$ cat src/rtl/display_ctrl_params.svh
`ifndef DISPLAY_CTRL_PARAMS_SVH
`define DISPLAY_CTRL_PARAMS_SVH

// bus and datapath widths
`define APB_ADDR_W          8
`define DIV_W               6
`define PIXEL_W             24

// pll codes are base minus divider, wrapped to DIV_W bits
`define PLL_CODE_BASE       64

// pll reset pulse length in cycles
`define PLL_RESET_CYCLES    4
// unbroken lock cycles before ready
`define LOCK_SETTLE_CYCLES  16

// divider values out of reset
`define DEF_INPUT_DIV       4
`define DEF_FEEDBACK_DIV    4
`define DEF_OUTPUT_DIV      8

// register byte offsets
`define REG_CLK_DIV         8'h00
`define REG_COMMIT          8'h04
`define REG_STATUS          8'h08
`define REG_PLL_CODES       8'h0C

`endif

$ cat src/rtl/display_ctrl_pkg.sv
`default_nettype none

package display_ctrl_pkg;

    // apb request, driven by the bus master
    typedef struct packed {
        logic        psel;
        logic        penable;
        logic        pwrite;
        logic [7:0]  paddr;
        logic [31:0] pwdata;
    } apb_req_t;

    // apb response back to the master
    typedef struct packed {
        logic [31:0] prdata;
        logic        pready;
        logic        pslverr;
    } apb_rsp_t;

    // video clock divider settings as software writes them
    typedef struct packed {
        logic [5:0] input_div;
        logic [5:0] feedback_div;
        logic [5:0] output_div;
        logic       use_half;
    } clk_div_cfg_t;

    // select codes for the pll divider pins
    typedef struct packed {
        logic [5:0] idsel;
        logic [5:0] fbdsel;
        logic [5:0] odsel;
    } pll_codes_t;

    // one-hot clock mux select
    typedef enum logic [3:0] {
        CLK_SEL_FULL = 4'b0001,
        CLK_SEL_HALF = 4'b0010
    } clock_sel_e;

    // pll bring-up sequence
    typedef enum logic [1:0] {
        PLL_IN_RESET,
        PLL_WAIT_LOCK,
        PLL_READY
    } pll_state_e;

    // one pixel clock worth of video
    typedef struct packed {
        logic [23:0] pixel;
        logic        hsync;
        logic        vsync;
        logic        de;
    } video_t;

    // register map, byte offsets
    typedef enum logic [7:0] {
        ADDR_CLK_DIV   = 8'h00,
        ADDR_COMMIT    = 8'h04,
        ADDR_STATUS    = 8'h08,
        ADDR_PLL_CODES = 8'h0C
    } reg_addr_e;

endpackage

`default_nettype wire

$ cat src/rtl/apb_config_regs.sv
`default_nettype none
`include "display_ctrl_params.svh"

module apb_config_regs (
    input  wire logic                           clock,
    input  wire logic                           reset_n,
    input  wire display_ctrl_pkg::apb_req_t     apb_req,
    output display_ctrl_pkg::apb_rsp_t          apb_rsp,
    input  wire logic                           pll_ready,
    input  wire logic                           panel_swapped,
    input  wire display_ctrl_pkg::pll_codes_t   pll_codes,
    output display_ctrl_pkg::clk_div_cfg_t      div_cfg,
    output logic                                commit
);

    logic [`APB_ADDR_W-1:0] addr;
    logic                   access;
    logic                   wr_en;
    logic                   sel_clk_div;
    logic                   sel_commit;
    logic                   sel_status;
    logic                   sel_codes;
    logic                   addr_hit;
    logic [31:0]            rd_data;

    display_ctrl_pkg::clk_div_cfg_t div_reg;

    // three 6-bit fields at bytes 0, 1 and 2 of a word
    function automatic logic [31:0] pack_fields(
        input logic [`DIV_W-1:0] lo,
        input logic [`DIV_W-1:0] mid,
        input logic [`DIV_W-1:0] hi
    );
        return (32'(hi) << 16) | (32'(mid) << 8) | 32'(lo);
    endfunction

    assign addr = apb_req.paddr;

    // access phase only, pready is tied high
    assign access = apb_req.psel & apb_req.penable;
    assign wr_en  = access & apb_req.pwrite;

    // address decode
    always_comb begin
        sel_clk_div = 1'b0;
        sel_commit  = 1'b0;
        sel_status  = 1'b0;
        sel_codes   = 1'b0;
        case (display_ctrl_pkg::reg_addr_e'(addr))
            display_ctrl_pkg::ADDR_CLK_DIV:   sel_clk_div = 1'b1;
            display_ctrl_pkg::ADDR_COMMIT:    sel_commit  = 1'b1;
            display_ctrl_pkg::ADDR_STATUS:    sel_status  = 1'b1;
            display_ctrl_pkg::ADDR_PLL_CODES: sel_codes   = 1'b1;
            default: ;
        endcase
    end

    assign addr_hit = sel_clk_div | sel_commit | sel_status | sel_codes;

    // divider register, reads back as written
    always_ff @(posedge clock) begin
        if (!reset_n) begin
            div_reg.input_div    <= `DIV_W'(`DEF_INPUT_DIV);
            div_reg.feedback_div <= `DIV_W'(`DEF_FEEDBACK_DIV);
            div_reg.output_div   <= `DIV_W'(`DEF_OUTPUT_DIV);
            div_reg.use_half     <= 1'b0;
        end
        else if (wr_en && sel_clk_div) begin
            div_reg.input_div    <= apb_req.pwdata[`DIV_W-1:0];
            div_reg.feedback_div <= apb_req.pwdata[8 +: `DIV_W];
            div_reg.output_div   <= apb_req.pwdata[16 +: `DIV_W];
            div_reg.use_half     <= apb_req.pwdata[24];
        end
    end

    // single-cycle pulse, the cycle after the access
    always_ff @(posedge clock) begin
        if (!reset_n) begin
            commit <= 1'b0;
        end
        else begin
            commit <= wr_en & sel_commit & apb_req.pwdata[0];
        end
    end

    // read mux
    // commit reads as zero, unmapped reads as zero
    always_comb begin
        rd_data = '0;
        if (sel_clk_div) begin
            rd_data = pack_fields(div_reg.input_div, div_reg.feedback_div,
                                  div_reg.output_div);
            rd_data[24] = div_reg.use_half;
        end
        if (sel_status) begin
            rd_data[0] = pll_ready;
            rd_data[1] = panel_swapped;
        end
        if (sel_codes) begin
            rd_data = pack_fields(pll_codes.idsel, pll_codes.fbdsel, pll_codes.odsel);
        end
    end

    assign apb_rsp = '{
        prdata:  rd_data,
        pready:  1'b1,
        pslverr: access & ~addr_hit
    };

    assign div_cfg = div_reg;

endmodule

`default_nettype wire

$ cat src/rtl/pll_control.sv
`default_nettype none
`include "display_ctrl_params.svh"

module pll_control (
    input  wire logic                           clock,
    input  wire logic                           reset_n,
    input  wire display_ctrl_pkg::clk_div_cfg_t div_cfg,
    input  wire logic                           commit,
    input  wire logic                           pll_lock,
    output display_ctrl_pkg::pll_codes_t        pll_codes,
    output display_ctrl_pkg::clock_sel_e        clock_select,
    output logic                                pll_reset,
    output logic                                pll_ready
);

    // one counter serves both the reset pulse and lock settle
    localparam int CNT_W = $clog2(`LOCK_SETTLE_CYCLES + `PLL_RESET_CYCLES);
    localparam logic [CNT_W-1:0] RESET_LAST  = CNT_W'(`PLL_RESET_CYCLES - 1);
    localparam logic [CNT_W-1:0] SETTLE_LAST = CNT_W'(`LOCK_SETTLE_CYCLES - 1);

    display_ctrl_pkg::pll_state_e state;
    logic [CNT_W-1:0]             count;

    // base minus divider, wrapped to code width
    function automatic logic [`DIV_W-1:0] encode(input logic [`DIV_W-1:0] div);
        logic [`DIV_W:0] full;
        full = (`DIV_W+1)'(`PLL_CODE_BASE) - {1'b0, div};
        return full[`DIV_W-1:0];
    endfunction

    // codes and mux select latch on commit only
    always_ff @(posedge clock) begin
        if (!reset_n) begin
            pll_codes.idsel  <= encode(`DIV_W'(`DEF_INPUT_DIV));
            pll_codes.fbdsel <= encode(`DIV_W'(`DEF_FEEDBACK_DIV));
            pll_codes.odsel  <= encode(`DIV_W'(`DEF_OUTPUT_DIV) >> 1);
            clock_select     <= display_ctrl_pkg::CLK_SEL_FULL;
        end
        else if (commit) begin
            pll_codes.idsel  <= encode(div_cfg.input_div);
            pll_codes.fbdsel <= encode(div_cfg.feedback_div);
            // output divider is halved, odd values round down
            pll_codes.odsel  <= encode(div_cfg.output_div >> 1);
            clock_select     <= div_cfg.use_half ? display_ctrl_pkg::CLK_SEL_HALF
                                                 : display_ctrl_pkg::CLK_SEL_FULL;
        end
    end

    // bring-up sequence
    // a commit restarts from reset, even mid-reset
    always_ff @(posedge clock) begin
        if (!reset_n) begin
            state <= display_ctrl_pkg::PLL_IN_RESET;
            count <= '0;
        end
        else if (commit) begin
            state <= display_ctrl_pkg::PLL_IN_RESET;
            count <= '0;
        end
        else begin
            case (state)
                display_ctrl_pkg::PLL_IN_RESET: begin
                    if (count == RESET_LAST) begin
                        state <= display_ctrl_pkg::PLL_WAIT_LOCK;
                        count <= '0;
                    end
                    else begin
                        count <= count + CNT_W'(1);
                    end
                end
                display_ctrl_pkg::PLL_WAIT_LOCK: begin
                    // any lock drop restarts the settle count
                    if (!pll_lock) begin
                        count <= '0;
                    end
                    else if (count == SETTLE_LAST) begin
                        state <= display_ctrl_pkg::PLL_READY;
                        count <= '0;
                    end
                    else begin
                        count <= count + CNT_W'(1);
                    end
                end
                display_ctrl_pkg::PLL_READY: begin
                    if (!pll_lock) begin
                        state <= display_ctrl_pkg::PLL_WAIT_LOCK;
                    end
                end
                default: begin
                    state <= display_ctrl_pkg::PLL_IN_RESET;
                    count <= '0;
                end
            endcase
        end
    end

    assign pll_reset = (state == display_ctrl_pkg::PLL_IN_RESET);
    assign pll_ready = (state == display_ctrl_pkg::PLL_READY);

endmodule

`default_nettype wire

$ cat src/rtl/video_output_stage.sv
`default_nettype none
`include "display_ctrl_params.svh"

module video_output_stage (
    input  wire logic                       clock,
    input  wire logic                       reset_n,
    input  wire logic                       panel_detect_n,
    input  wire display_ctrl_pkg::video_t   video_in,
    output display_ctrl_pkg::video_t        video_out,
    output logic                            panel_swapped
);

    logic                captured;
    logic [`PIXEL_W-1:0] pixel_q;
    logic                hsync_q;
    logic                vsync_q;
    logic                de_q;

    // alternate panel wiring of the upper pixel bits
    // lower 14 bits are the same on both panels
    function automatic logic [`PIXEL_W-1:0] swap_pixel(input logic [`PIXEL_W-1:0] pix);
        logic [`PIXEL_W-1:0] res;
        res     = pix;
        res[18] = pix[14];
        res[23] = pix[15];
        res[17] = pix[16];
        res[22] = pix[17];
        res[16] = pix[18];
        res[21] = pix[19];
        res[15] = pix[20];
        res[20] = pix[21];
        res[14] = pix[22];
        res[19] = pix[23];
        return res;
    endfunction

    // strap sampled once, first cycle out of reset
    // strap pin is active low
    always_ff @(posedge clock) begin
        if (!reset_n) begin
            captured      <= 1'b0;
            panel_swapped <= 1'b0;
        end
        else if (!captured) begin
            captured      <= 1'b1;
            panel_swapped <= ~panel_detect_n;
        end
    end

    // pixel payload, one cycle latency
    always_ff @(posedge clock) begin
        pixel_q <= panel_swapped ? swap_pixel(video_in.pixel) : video_in.pixel;
    end

    // syncs trade places on the alternate panel
    // de passes straight
    always_ff @(posedge clock) begin
        if (!reset_n) begin
            hsync_q <= 1'b0;
            vsync_q <= 1'b0;
            de_q    <= 1'b0;
        end
        else begin
            hsync_q <= panel_swapped ? video_in.vsync : video_in.hsync;
            vsync_q <= panel_swapped ? video_in.hsync : video_in.vsync;
            de_q    <= video_in.de;
        end
    end

    assign video_out = '{
        pixel: pixel_q,
        hsync: hsync_q,
        vsync: vsync_q,
        de:    de_q
    };

endmodule

`default_nettype wire

$ cat src/rtl/display_ctrl_top.sv
`default_nettype none
`include "display_ctrl_params.svh"

module display_ctrl_top (
    input  wire logic                           clock,
    input  wire logic                           reset_n,

    // register bus
    input  wire display_ctrl_pkg::apb_req_t     apb_req,
    output display_ctrl_pkg::apb_rsp_t          apb_rsp,

    // video pll control
    input  wire logic                           pll_lock,
    output logic                                pll_reset,
    output display_ctrl_pkg::pll_codes_t        pll_codes,
    output display_ctrl_pkg::clock_sel_e        clock_select,

    // panel strap and video path
    input  wire logic                           panel_detect_n,
    input  wire display_ctrl_pkg::video_t       video_in,
    output display_ctrl_pkg::video_t            video_out
);

    // config to pll sequencer
    display_ctrl_pkg::clk_div_cfg_t div_cfg;
    logic                           commit;

    // status back to the register block
    logic                           pll_ready;
    logic                           panel_swapped;

    apb_config_regs u_regs (
        .clock         (clock),
        .reset_n       (reset_n),
        .apb_req       (apb_req),
        .apb_rsp       (apb_rsp),
        .pll_ready     (pll_ready),
        .panel_swapped (panel_swapped),
        .pll_codes     (pll_codes),
        .div_cfg       (div_cfg),
        .commit        (commit)
    );

    // codes leave the chip and loop back for read-back
    pll_control u_pll (
        .clock        (clock),
        .reset_n      (reset_n),
        .div_cfg      (div_cfg),
        .commit       (commit),
        .pll_lock     (pll_lock),
        .pll_codes    (pll_codes),
        .clock_select (clock_select),
        .pll_reset    (pll_reset),
        .pll_ready    (pll_ready)
    );

    video_output_stage u_video (
        .clock          (clock),
        .reset_n        (reset_n),
        .panel_detect_n (panel_detect_n),
        .video_in       (video_in),
        .video_out      (video_out),
        .panel_swapped  (panel_swapped)
    );

endmodule

`default_nettype wire

$ cat config.mk
export PLATFORM = sky130hd
export DESIGN_NAME = display_ctrl_top
export DESIGN_NICKNAME = d
export VERILOG_FILES = /design/src/rtl/display_ctrl_pkg.sv /design/src/rtl/apb_config_regs.sv /design/src/rtl/pll_control.sv /design/src/rtl/video_output_stage.sv /design/src/rtl/display_ctrl_top.sv
export VERILOG_INCLUDE_DIRS = /design/src /design/src/rtl
export SDC_FILE = /design/constraint.sdc
export NUM_CORES = 1
export LEC_CHECK = 0
export ABC_AREA = 1
export BUFFER_PORTS_ARGS = -buffer_cell sky130_fd_sc_hd__buf_2
export CAP_MARGIN = 20
export CORE_MARGIN = 2
export CORE_UTILIZATION = 47
export DETAILED_ROUTE_END_ITERATION = 10
export PLACE_DENSITY_LB_ADDON = 0.05
export SYNTH_ARGS = -nofsm -noshare
export SYNTH_HDL_FRONTEND = slang
export SYNTH_SLANG_ARGS = --single-unit
export TNS_END_PERCENT = 10
$ cat constraint.sdc
create_clock -name clock -period 2 [get_ports clock]
set_input_delay 0.4 -clock clock [delete_from_list [all_inputs] [get_ports clock]]
set_output_delay 0.4 -clock clock [all_outputs]
set_load 0.005 [all_outputs]
# Yosys cells after proc, flatten, opt, wreduce, memory -nomap -nowiden
# Cells that the tools add are included.
# Widths: inputs -> output; s select.
[classes]
reduce_logical = 5
addsub = 4
n_bitwise = 15
muxes = 21
eq_ne = 11
[ops]
columns = ["operator", "n"]
rows = [
  ["$mux 32", 2],
  ["$or 32x6->32", 2],
  ["$or 22x14->22", 2],
  ["$mux 24", 1],
  ["$eq 8x4->1 const B", 2],
  ["$mux 5", 3],
  ["$pmux 5 s3", 1],
  ["$mux 2", 6],
  ["$sub 1x6->6 const A", 2],
  ["$eq 8x3->1 const B", 1],
  ["$logic_not 8->1", 1],
  ["$mux 1", 7],
  ["$pmux 2 s3", 1],
  ["$sub 1x5->6 const A", 1],
  ["$add 5x1->5 const B", 1],
  ["$and 1x1->1", 5],
  ["$eq 5x2->1 const B", 1],
  ["$eq 5x4->1 const B", 1],
  ["$ne 2x1->1 const B", 2],
  ["$ne 2x2->1 const B", 2],
  ["$reduce_and 4->1", 1],
  ["$not 1->1", 3],
  ["$or 1x1->1", 3],
  ["$eq 2x1->1 const B", 1],
  ["4 further kinds", 4],
]
[totals]
ff_bits = 78
input_bits = 74
output_inout_bits = 84
word_cells = 73

# Depth between registers and ports, before layout
# Gate-level depths: netlist (run 1).
[logic_depth]
word_depth = 7
mapped_depth = 9
ltp_nobuf = 9

# By module
# From an unflattened synthesis (run 1), not the netlist that was laid out.
[hier_totals]
hier_cells = 472
hier_area_um2 = 3623.5
[by_module_without_submodules]
columns = ["module", "n_inst", "seq_area_each_um2", "cells_per_inst", "area_per_inst_um2"]
rows = [
  ["apb_config_regs", 1, 400.4, 220, 1426.4],
  ["pll_control", 1, 540.5, 174, 1308.8],
  ["video_output_stage", 1, 580.6, 78, 888.4],
]

# Worst setup path before layout (run 1)
# No wires, ideal clock.
[synth_timing]
path_kind = "in2out"
from = "in apb_req[39] in the netlist's numbering"
to = "out apb_rsp[2] in the netlist's numbering"
required_ns = 1.600
path_buffers = 1
stages = 6
t_arrival_ns = 1.139
path_slack_ns = 0.461
cell_sequence = "nor2_1 > nand2_2 > nor2_8 > buf_6 > nand2_2 > a21oi_2"
[synth_rtl]
columns = ["element", "line", "rtl"]
rows = [
  ["start: declaration", "display_ctrl_top.sv:9", "input wire display_ctrl_pkg::apb_req_t apb_req,"],
  ["end: declaration", "display_ctrl_top.sv:10", "output display_ctrl_pkg::apb_rsp_t apb_rsp,"],
]

==> results of run 1 <==
[per-stage QoR]
step / util / cell area, um2 / std cells
2_1_floorplan: - / 3450 / 463
3_3_place_gp: 0.590 / 4080 / 664
3_5_place_dp: 0.590 / 4080 / 664
4_1_cts: 0.616 / 4250 / 680
5_1_grt: 0.616 / 4250 / 680
6_report: 0.616 / 4250 / 680
[cell families after synthesis]
family,Yosys count
AOI/OAI and AO/OA,74
DFF,76
other,2
buffers and inverters,80
adders and majority gates,6
and+or+nand+nor,206
xor gates and xnor gates,5
[state kept, by name, summed over array words and instances, names as in the netlist, 2 cells and up]
signal,count
u_pll.clock_select,2
u_pll.count,5
u_pll.pll_codes,18
u_pll.state,2
u_regs.div_cfg,19
u_video.pixel_q,24
[where the power goes]
part	total, mW	internal [mW]	switching (mW)
combinational	0.256	0.119	0.137
sequential	1.59	1.56	0.0252
clock	1.05	0.487	0.559
[synthesized netlist by cell type, drive strengths merged]
library cell	count
a21oi	36
a22o	1
a22oi	3
a31oi	1
buf	32
clkbuf	3
clkinv	1
conb	2
dfxtp	76
ha	6
inv	44
nand2	99
nand3	30
nand3b	17
nand4	4
nor2	53
nor3	3
o211ai	2
o21ai	29
o22ai	2
xnor2	2
xor2	3
[final cells by class]
cell class              instances  area (um2)  share of cell area
well taps                      96         120              0.0282
clock buffers                  11         141              0.0332
inverters                      45         169              0.0397
repair buffers                140         756               0.178
flip-flops and latches         76        1520               0.358
clock inverters                 5        36.3             0.00853
multi-input cells             307        1510               0.355
[worst paths after layout]
kind / cells after the start / to / start / slack (ns)
min reg2reg: 2 / u_pll.clock_select[1] / u_pll.clock_select[1] / 0.46
max reg2reg: 9 / u_pll.count[0] / u_pll.count[0] / 0.37
min: 1 / u_video.pixel_q[7] / video_in[10] / 0.16
max: 9 / apb_rsp[0] / apb_req[33] / 0.18
[layer usage]
metal	vias up	routed length, um
li1	1671	-
met1	1434	3550
met2	89	4060
met3	4	476
met4	0	59
met5	-	0
==> reports/qor.txt, run 1 <==
run status -> finished clean
Final min period -> 1.82 ns
GR Layer Usage met1 -> 0.266
Hold-fix buffers, CTS -> 0
CTS tree -> done
Synth Area in XOR/XNOR -> 0.0129
GR Util met2 -> 0.343
Reg clk slew, reported paths -> 0.08 ns
mux share of post-synthesis cell area -> 0
worst-path maximum fanout -> 36
Post-Place Setup Slack -> 0.172 ns
Final HPWL DP -> 6190 um
flops & latches, synth -> 76
Peak supply drop -> 0.341 mV
Avg WL per Cell -> 12.0 um
die width -> 89.0 um
GR Layer Usage met3 -> 0.0526
max capacitance violation total -> 0
Synth Area in Adders -> 0.0221
most common cell after layout, fill and taps aside -> buf_2
slowest CP cell -> buf_12
CP Capture Type -> output port
die area -> 7930 um2
Residual DRC -> 0
Worst EP required -> 1.60 ns
Pleak -> 2.07 nW
post-synth top area cell -> dfxtp_1
Vert. Die Dim -> 89.0 um
antenna violations before repair -> 0
post-synthesis cell area -> 3400 um2
port buffer count -> 128
post-cts resize count -> 0
largest family of logic cells by synthesized area -> simple AND/OR/NAND/NOR gates
total CTS buffers -> 9
GRT busiest layer -> met2
post-synthesis simple-gate area fraction -> 0.276
Final Hold Viols -> 0
FMAX -> 0.550 GHz
Placer Congestion -> 0.851
core area -> 6910 um2
Final ANT Viol Nets -> 0
Starting Density -> 0.492
Vias -> 3198
Critical Path AT -> 1.42 ns
setup TNS -> 0 ns
Post-CTS Setup Bufs -> 0
DRT Pass-1 Iters -> 5
clk_lat worst skew -> 0.34 ns
Final Skew -> 0.00826 ns
vias in the first global route -> 2764
GRT overflow -> 0
compound-gate portion of the synthesized area -> 0.116
Netlist cell types -> 32
Root Buffer -> clkbuf_8
Syn Inst Count -> 449
WP buf/inv -> 4
# diodes -> 0
max_slew headroom -> 0.632
largest net degree at the start of global routing -> 37
post-synthesis sequential area ratio -> 0.448
CTS Sinks -> 76
final setup margin -> 0.181 ns
critical path cell sequence -> buf_2, nor2_2, nand2_2, nor2_8, buf_12, nor2_1, nand2_1, inv_1, buf_2
FILL cells -> 685
critical path class -> in -> out
Nets -> 659
Syn Area/Cell -> 7.57 um2
fin. max-slew vios -> 0
slew at the pin with the worst max-slew slack -> 0.551 ns
Longest Clk Path Bufs -> 2
WHS -> 0.157 ns
Pwr Density -> 679 nW/um2
Final setup viols -> 0
most frequent cells in the layout -> buf_2, nand2_1, dfxtp_1
CP Launch Type -> input port
Synth warnings -> 0
delay-heaviest family, CP -> simple AND/OR/NAND/NOR gates
share of cells above drive strength 1 -> 0.288
drt total wl -> 8150 um
Area growth, synth to finish -> 25.2%
Min-Delay Path Class -> in -> reg
Synth area leaders -> dfxtp_1, nand2_1, nor2_1
Rows -> 30
Slowest Stage Delay on Critical Path -> 0.21 ns
global-route wire length before repair -> 12700 um
All-Layer GR Usage -> 0.208
post-synth top area share -> 0.448
IO Pins -> 158
vias per cell -> 4.70
H-tree lvl count -> 3
initial detailed-routing violation count -> 146
Tot Pwr -> 2.89 mW
RSZ-0062 raised after global routing -> false
period utilization -> 0.909
most used cell, CP -> buf_2
Power figures use the tool's default switching activity.
==> inputs of run 2 (changes only) <==
CORE_MARGIN = not set   (was 2)
GPL_ROUTABILITY_DRIVEN = 1   (was not set)
==> run 2 against run 1 <==
Net effect:
- count of clock-buffer cells in the layout did not move
- global-route usage rose by 0.43 points
- register-to-register slack hardly changed
- sequential share of layout area rose by 0.23 points
- critical endpoint is now apb_rsp[4]
- utilization is 0.40 points lower
- worst setup slack worse by 0.027 ns
- die area down 4.4%
- combinational power about the same
- critical path type unchanged
- routed wire length decreased by 1.4%
==> reports/qor.txt, run 2 (synthesis gave the netlist of run 1 again) <==
run status -> finished clean
Area growth, synth to finish -> 24.4%
Post-Place Setup Slack -> 0.136 ns (-0.0354 ns)
Min-Delay Path Class -> in -> reg
Critical Path AT -> 1.45 ns (+0.03 ns)
worst-path maximum fanout -> 25 (-31%)
Final setup viols -> 0 (unchanged)
Final ANT Viol Nets -> 0 (unchanged)
Avg WL per Cell -> 11.9 um (-0.85%)
max reg flops -> 24 (unchanged)
Final Hold Viols -> 0 (unchanged)
All-Layer GR Usage -> 0.212 (+0.00428)
placed insts -> 660 (-0.60%)
initial detailed-routing violation count -> 116 (-21%)
CTS Sinks -> 76 (unchanged)
Pwr Density -> 709 nW/um2 (+4.4%)
Longest Clk Path Bufs -> 2 (unchanged)
vias per cell -> 4.69 (-0.19%)
FILL cells -> 679 (-0.88%)
setup TNS -> 0 ns (unchanged)
setup slack, reg-to-reg -> 0.38 ns (about the same)
Vert. Die Dim -> 87.0 um (-2.2%)
WP buf/inv -> 2 (-2)
final setup margin -> 0.154 ns (-0.0270 ns)
non-filler instance count after layout -> 676 (-0.59%)
Rows -> 30 (unchanged)
Peak supply drop -> 0.359 mV (+5.1%)
critical path cell sequence -> buf_2, nor2_2, nand2_2, nor2_8, nand2_1, o21ai_1, buf_2
most common cell after layout, fill and taps aside -> buf_2
die area -> 7570 um2 (-4.4%)
CTS tree -> done
FMAX -> 0.542 GHz (-1.5%)
DRT Pass-1 Iters -> 5 (unchanged)
most frequent cells in the layout -> buf_2, nand2_1, dfxtp_1
# diodes -> 0 (unchanged)
drt total wl -> 8030 um (-1.4%)
post-cts resize count -> 0 (unchanged)
Top reg by flops -> u_video.pixel_q
global-route wire length before repair -> 12500 um (-1.1%)
Reg clk slew, reported paths -> 0.08 ns (about the same)
clk_lat worst skew -> 0.34 ns (about the same)
Residual DRC -> 0 (unchanged)
die width -> 87.0 um (-2.2%)
period utilization -> 0.923 (+0.0135)
Hold-fix buffers, CTS -> 0 (unchanged)
Final HPWL DP -> 6030 um (-2.6%)
Starting Density -> 0.492 (unchanged)
Vias -> 3173 (-0.78%)
port buffer count -> 128 (unchanged)
Final min period -> 1.85 ns (+0.0270 ns)
Nets -> 655 (-0.61%)
Worst EP required -> 1.60 ns (about the same)
most used cell, CP -> buf_2
Final Skew -> 0.00881 ns (+0.000548 ns)
largest net degree at the start of global routing -> 26 (-30%)
core area -> 6910 um2 (unchanged)
GRT overflow -> 0 (unchanged)
Root Buffer -> clkbuf_8
share of cells above drive strength 1 -> 0.281 (-0.00664)
slowest CP cell -> nor2_8
max capacitance violation total -> 0 (unchanged)
IO Pins -> 158 (unchanged)
Placer Congestion -> 0.871 (+2.3%)
Pleak -> 2.05 nW (-0.93%)
RSZ-0062 raised after global routing -> false
delay-heaviest family, CP -> simple AND/OR/NAND/NOR gates
fin. max-slew vios -> 0 (unchanged)
H-tree lvl count -> 3 (unchanged)
Post-CTS Setup Bufs -> 0 (unchanged)
Slowest Stage Delay on Critical Path -> 0.32 ns (+0.11 ns)
antenna violations before repair -> 0 (unchanged)
vias in the first global route -> 2725 (-1.4%)
critical path class -> in -> out
CP Capture Type -> output port
CP Launch Type -> input port
total CTS buffers -> 9 (unchanged)
[run 2: cell count changes in the layout (fill, tap and decap cells not counted), sizes merged]
cell    before  now
buf        140  136
bufinv       0    1
clkinv       2    1
[run 2: path summary, 6_finish.rpt]
path	from	end	cells after the start
min	video_in[3]	u_video.pixel_q[0]	1
max	apb_req[33]	apb_rsp[4]	7
max reg2reg	u_pll.count[0]	u_pll.count[0]	9
min reg2reg	u_pll.clock_select[1]	u_pll.clock_select[1]	2
[run 2: area by class of cell]
| class | instances | area, um2 | share of cell area |
|---|---|---|---|
| inverters | 45 | 169 | 0.0400 |
| well taps | 96 | 120 | 0.0284 |
| flip-flops and latches | 76 | 1520 | 0.360 |
| multi-input cells | 307 | 1510 | 0.357 |
| repair buffers | 136 | 713 | 0.169 |
| clock inverters | 5 | 61.3 | 0.0145 |
| clock buffers | 11 | 131 | 0.0311 |
[run 2: per-stage QoR]
step	instance area (um2)	hold slack, ns	power (mW)	utilization
finish	4230	0.159	3.00	0.612
global route	4230	0.143	3.12	0.612
CTS	4230	0.144	3.02	0.612
detailed placement	4030	0.454	1.88	0.584
global placement	4030	0.438	1.87	0.584
floorplan	3450	0.428	1.78	-
[run 2: where the power goes]
group / internal (mW) / leakage, nW / switching [mW]
sequential: 1.56 / 0.624 / 0.0254
combinational: 0.117 / 1.34 / 0.138
clock: 0.582 / 0.0862 / 0.571
total: 2.26 / 2.05 / 0.735
[run 2: routing by layer]
layer / up-vias / share of wire / track usage
met5: - / 0 / 0
met3: 11 / 0.055 / 0.0379
li1: 1664 / - / -
met1: 1401 / 0.47 / 0.282
met4: 0 / 0.013 / 0.0864
met2: 97 / 0.46 / 0.341
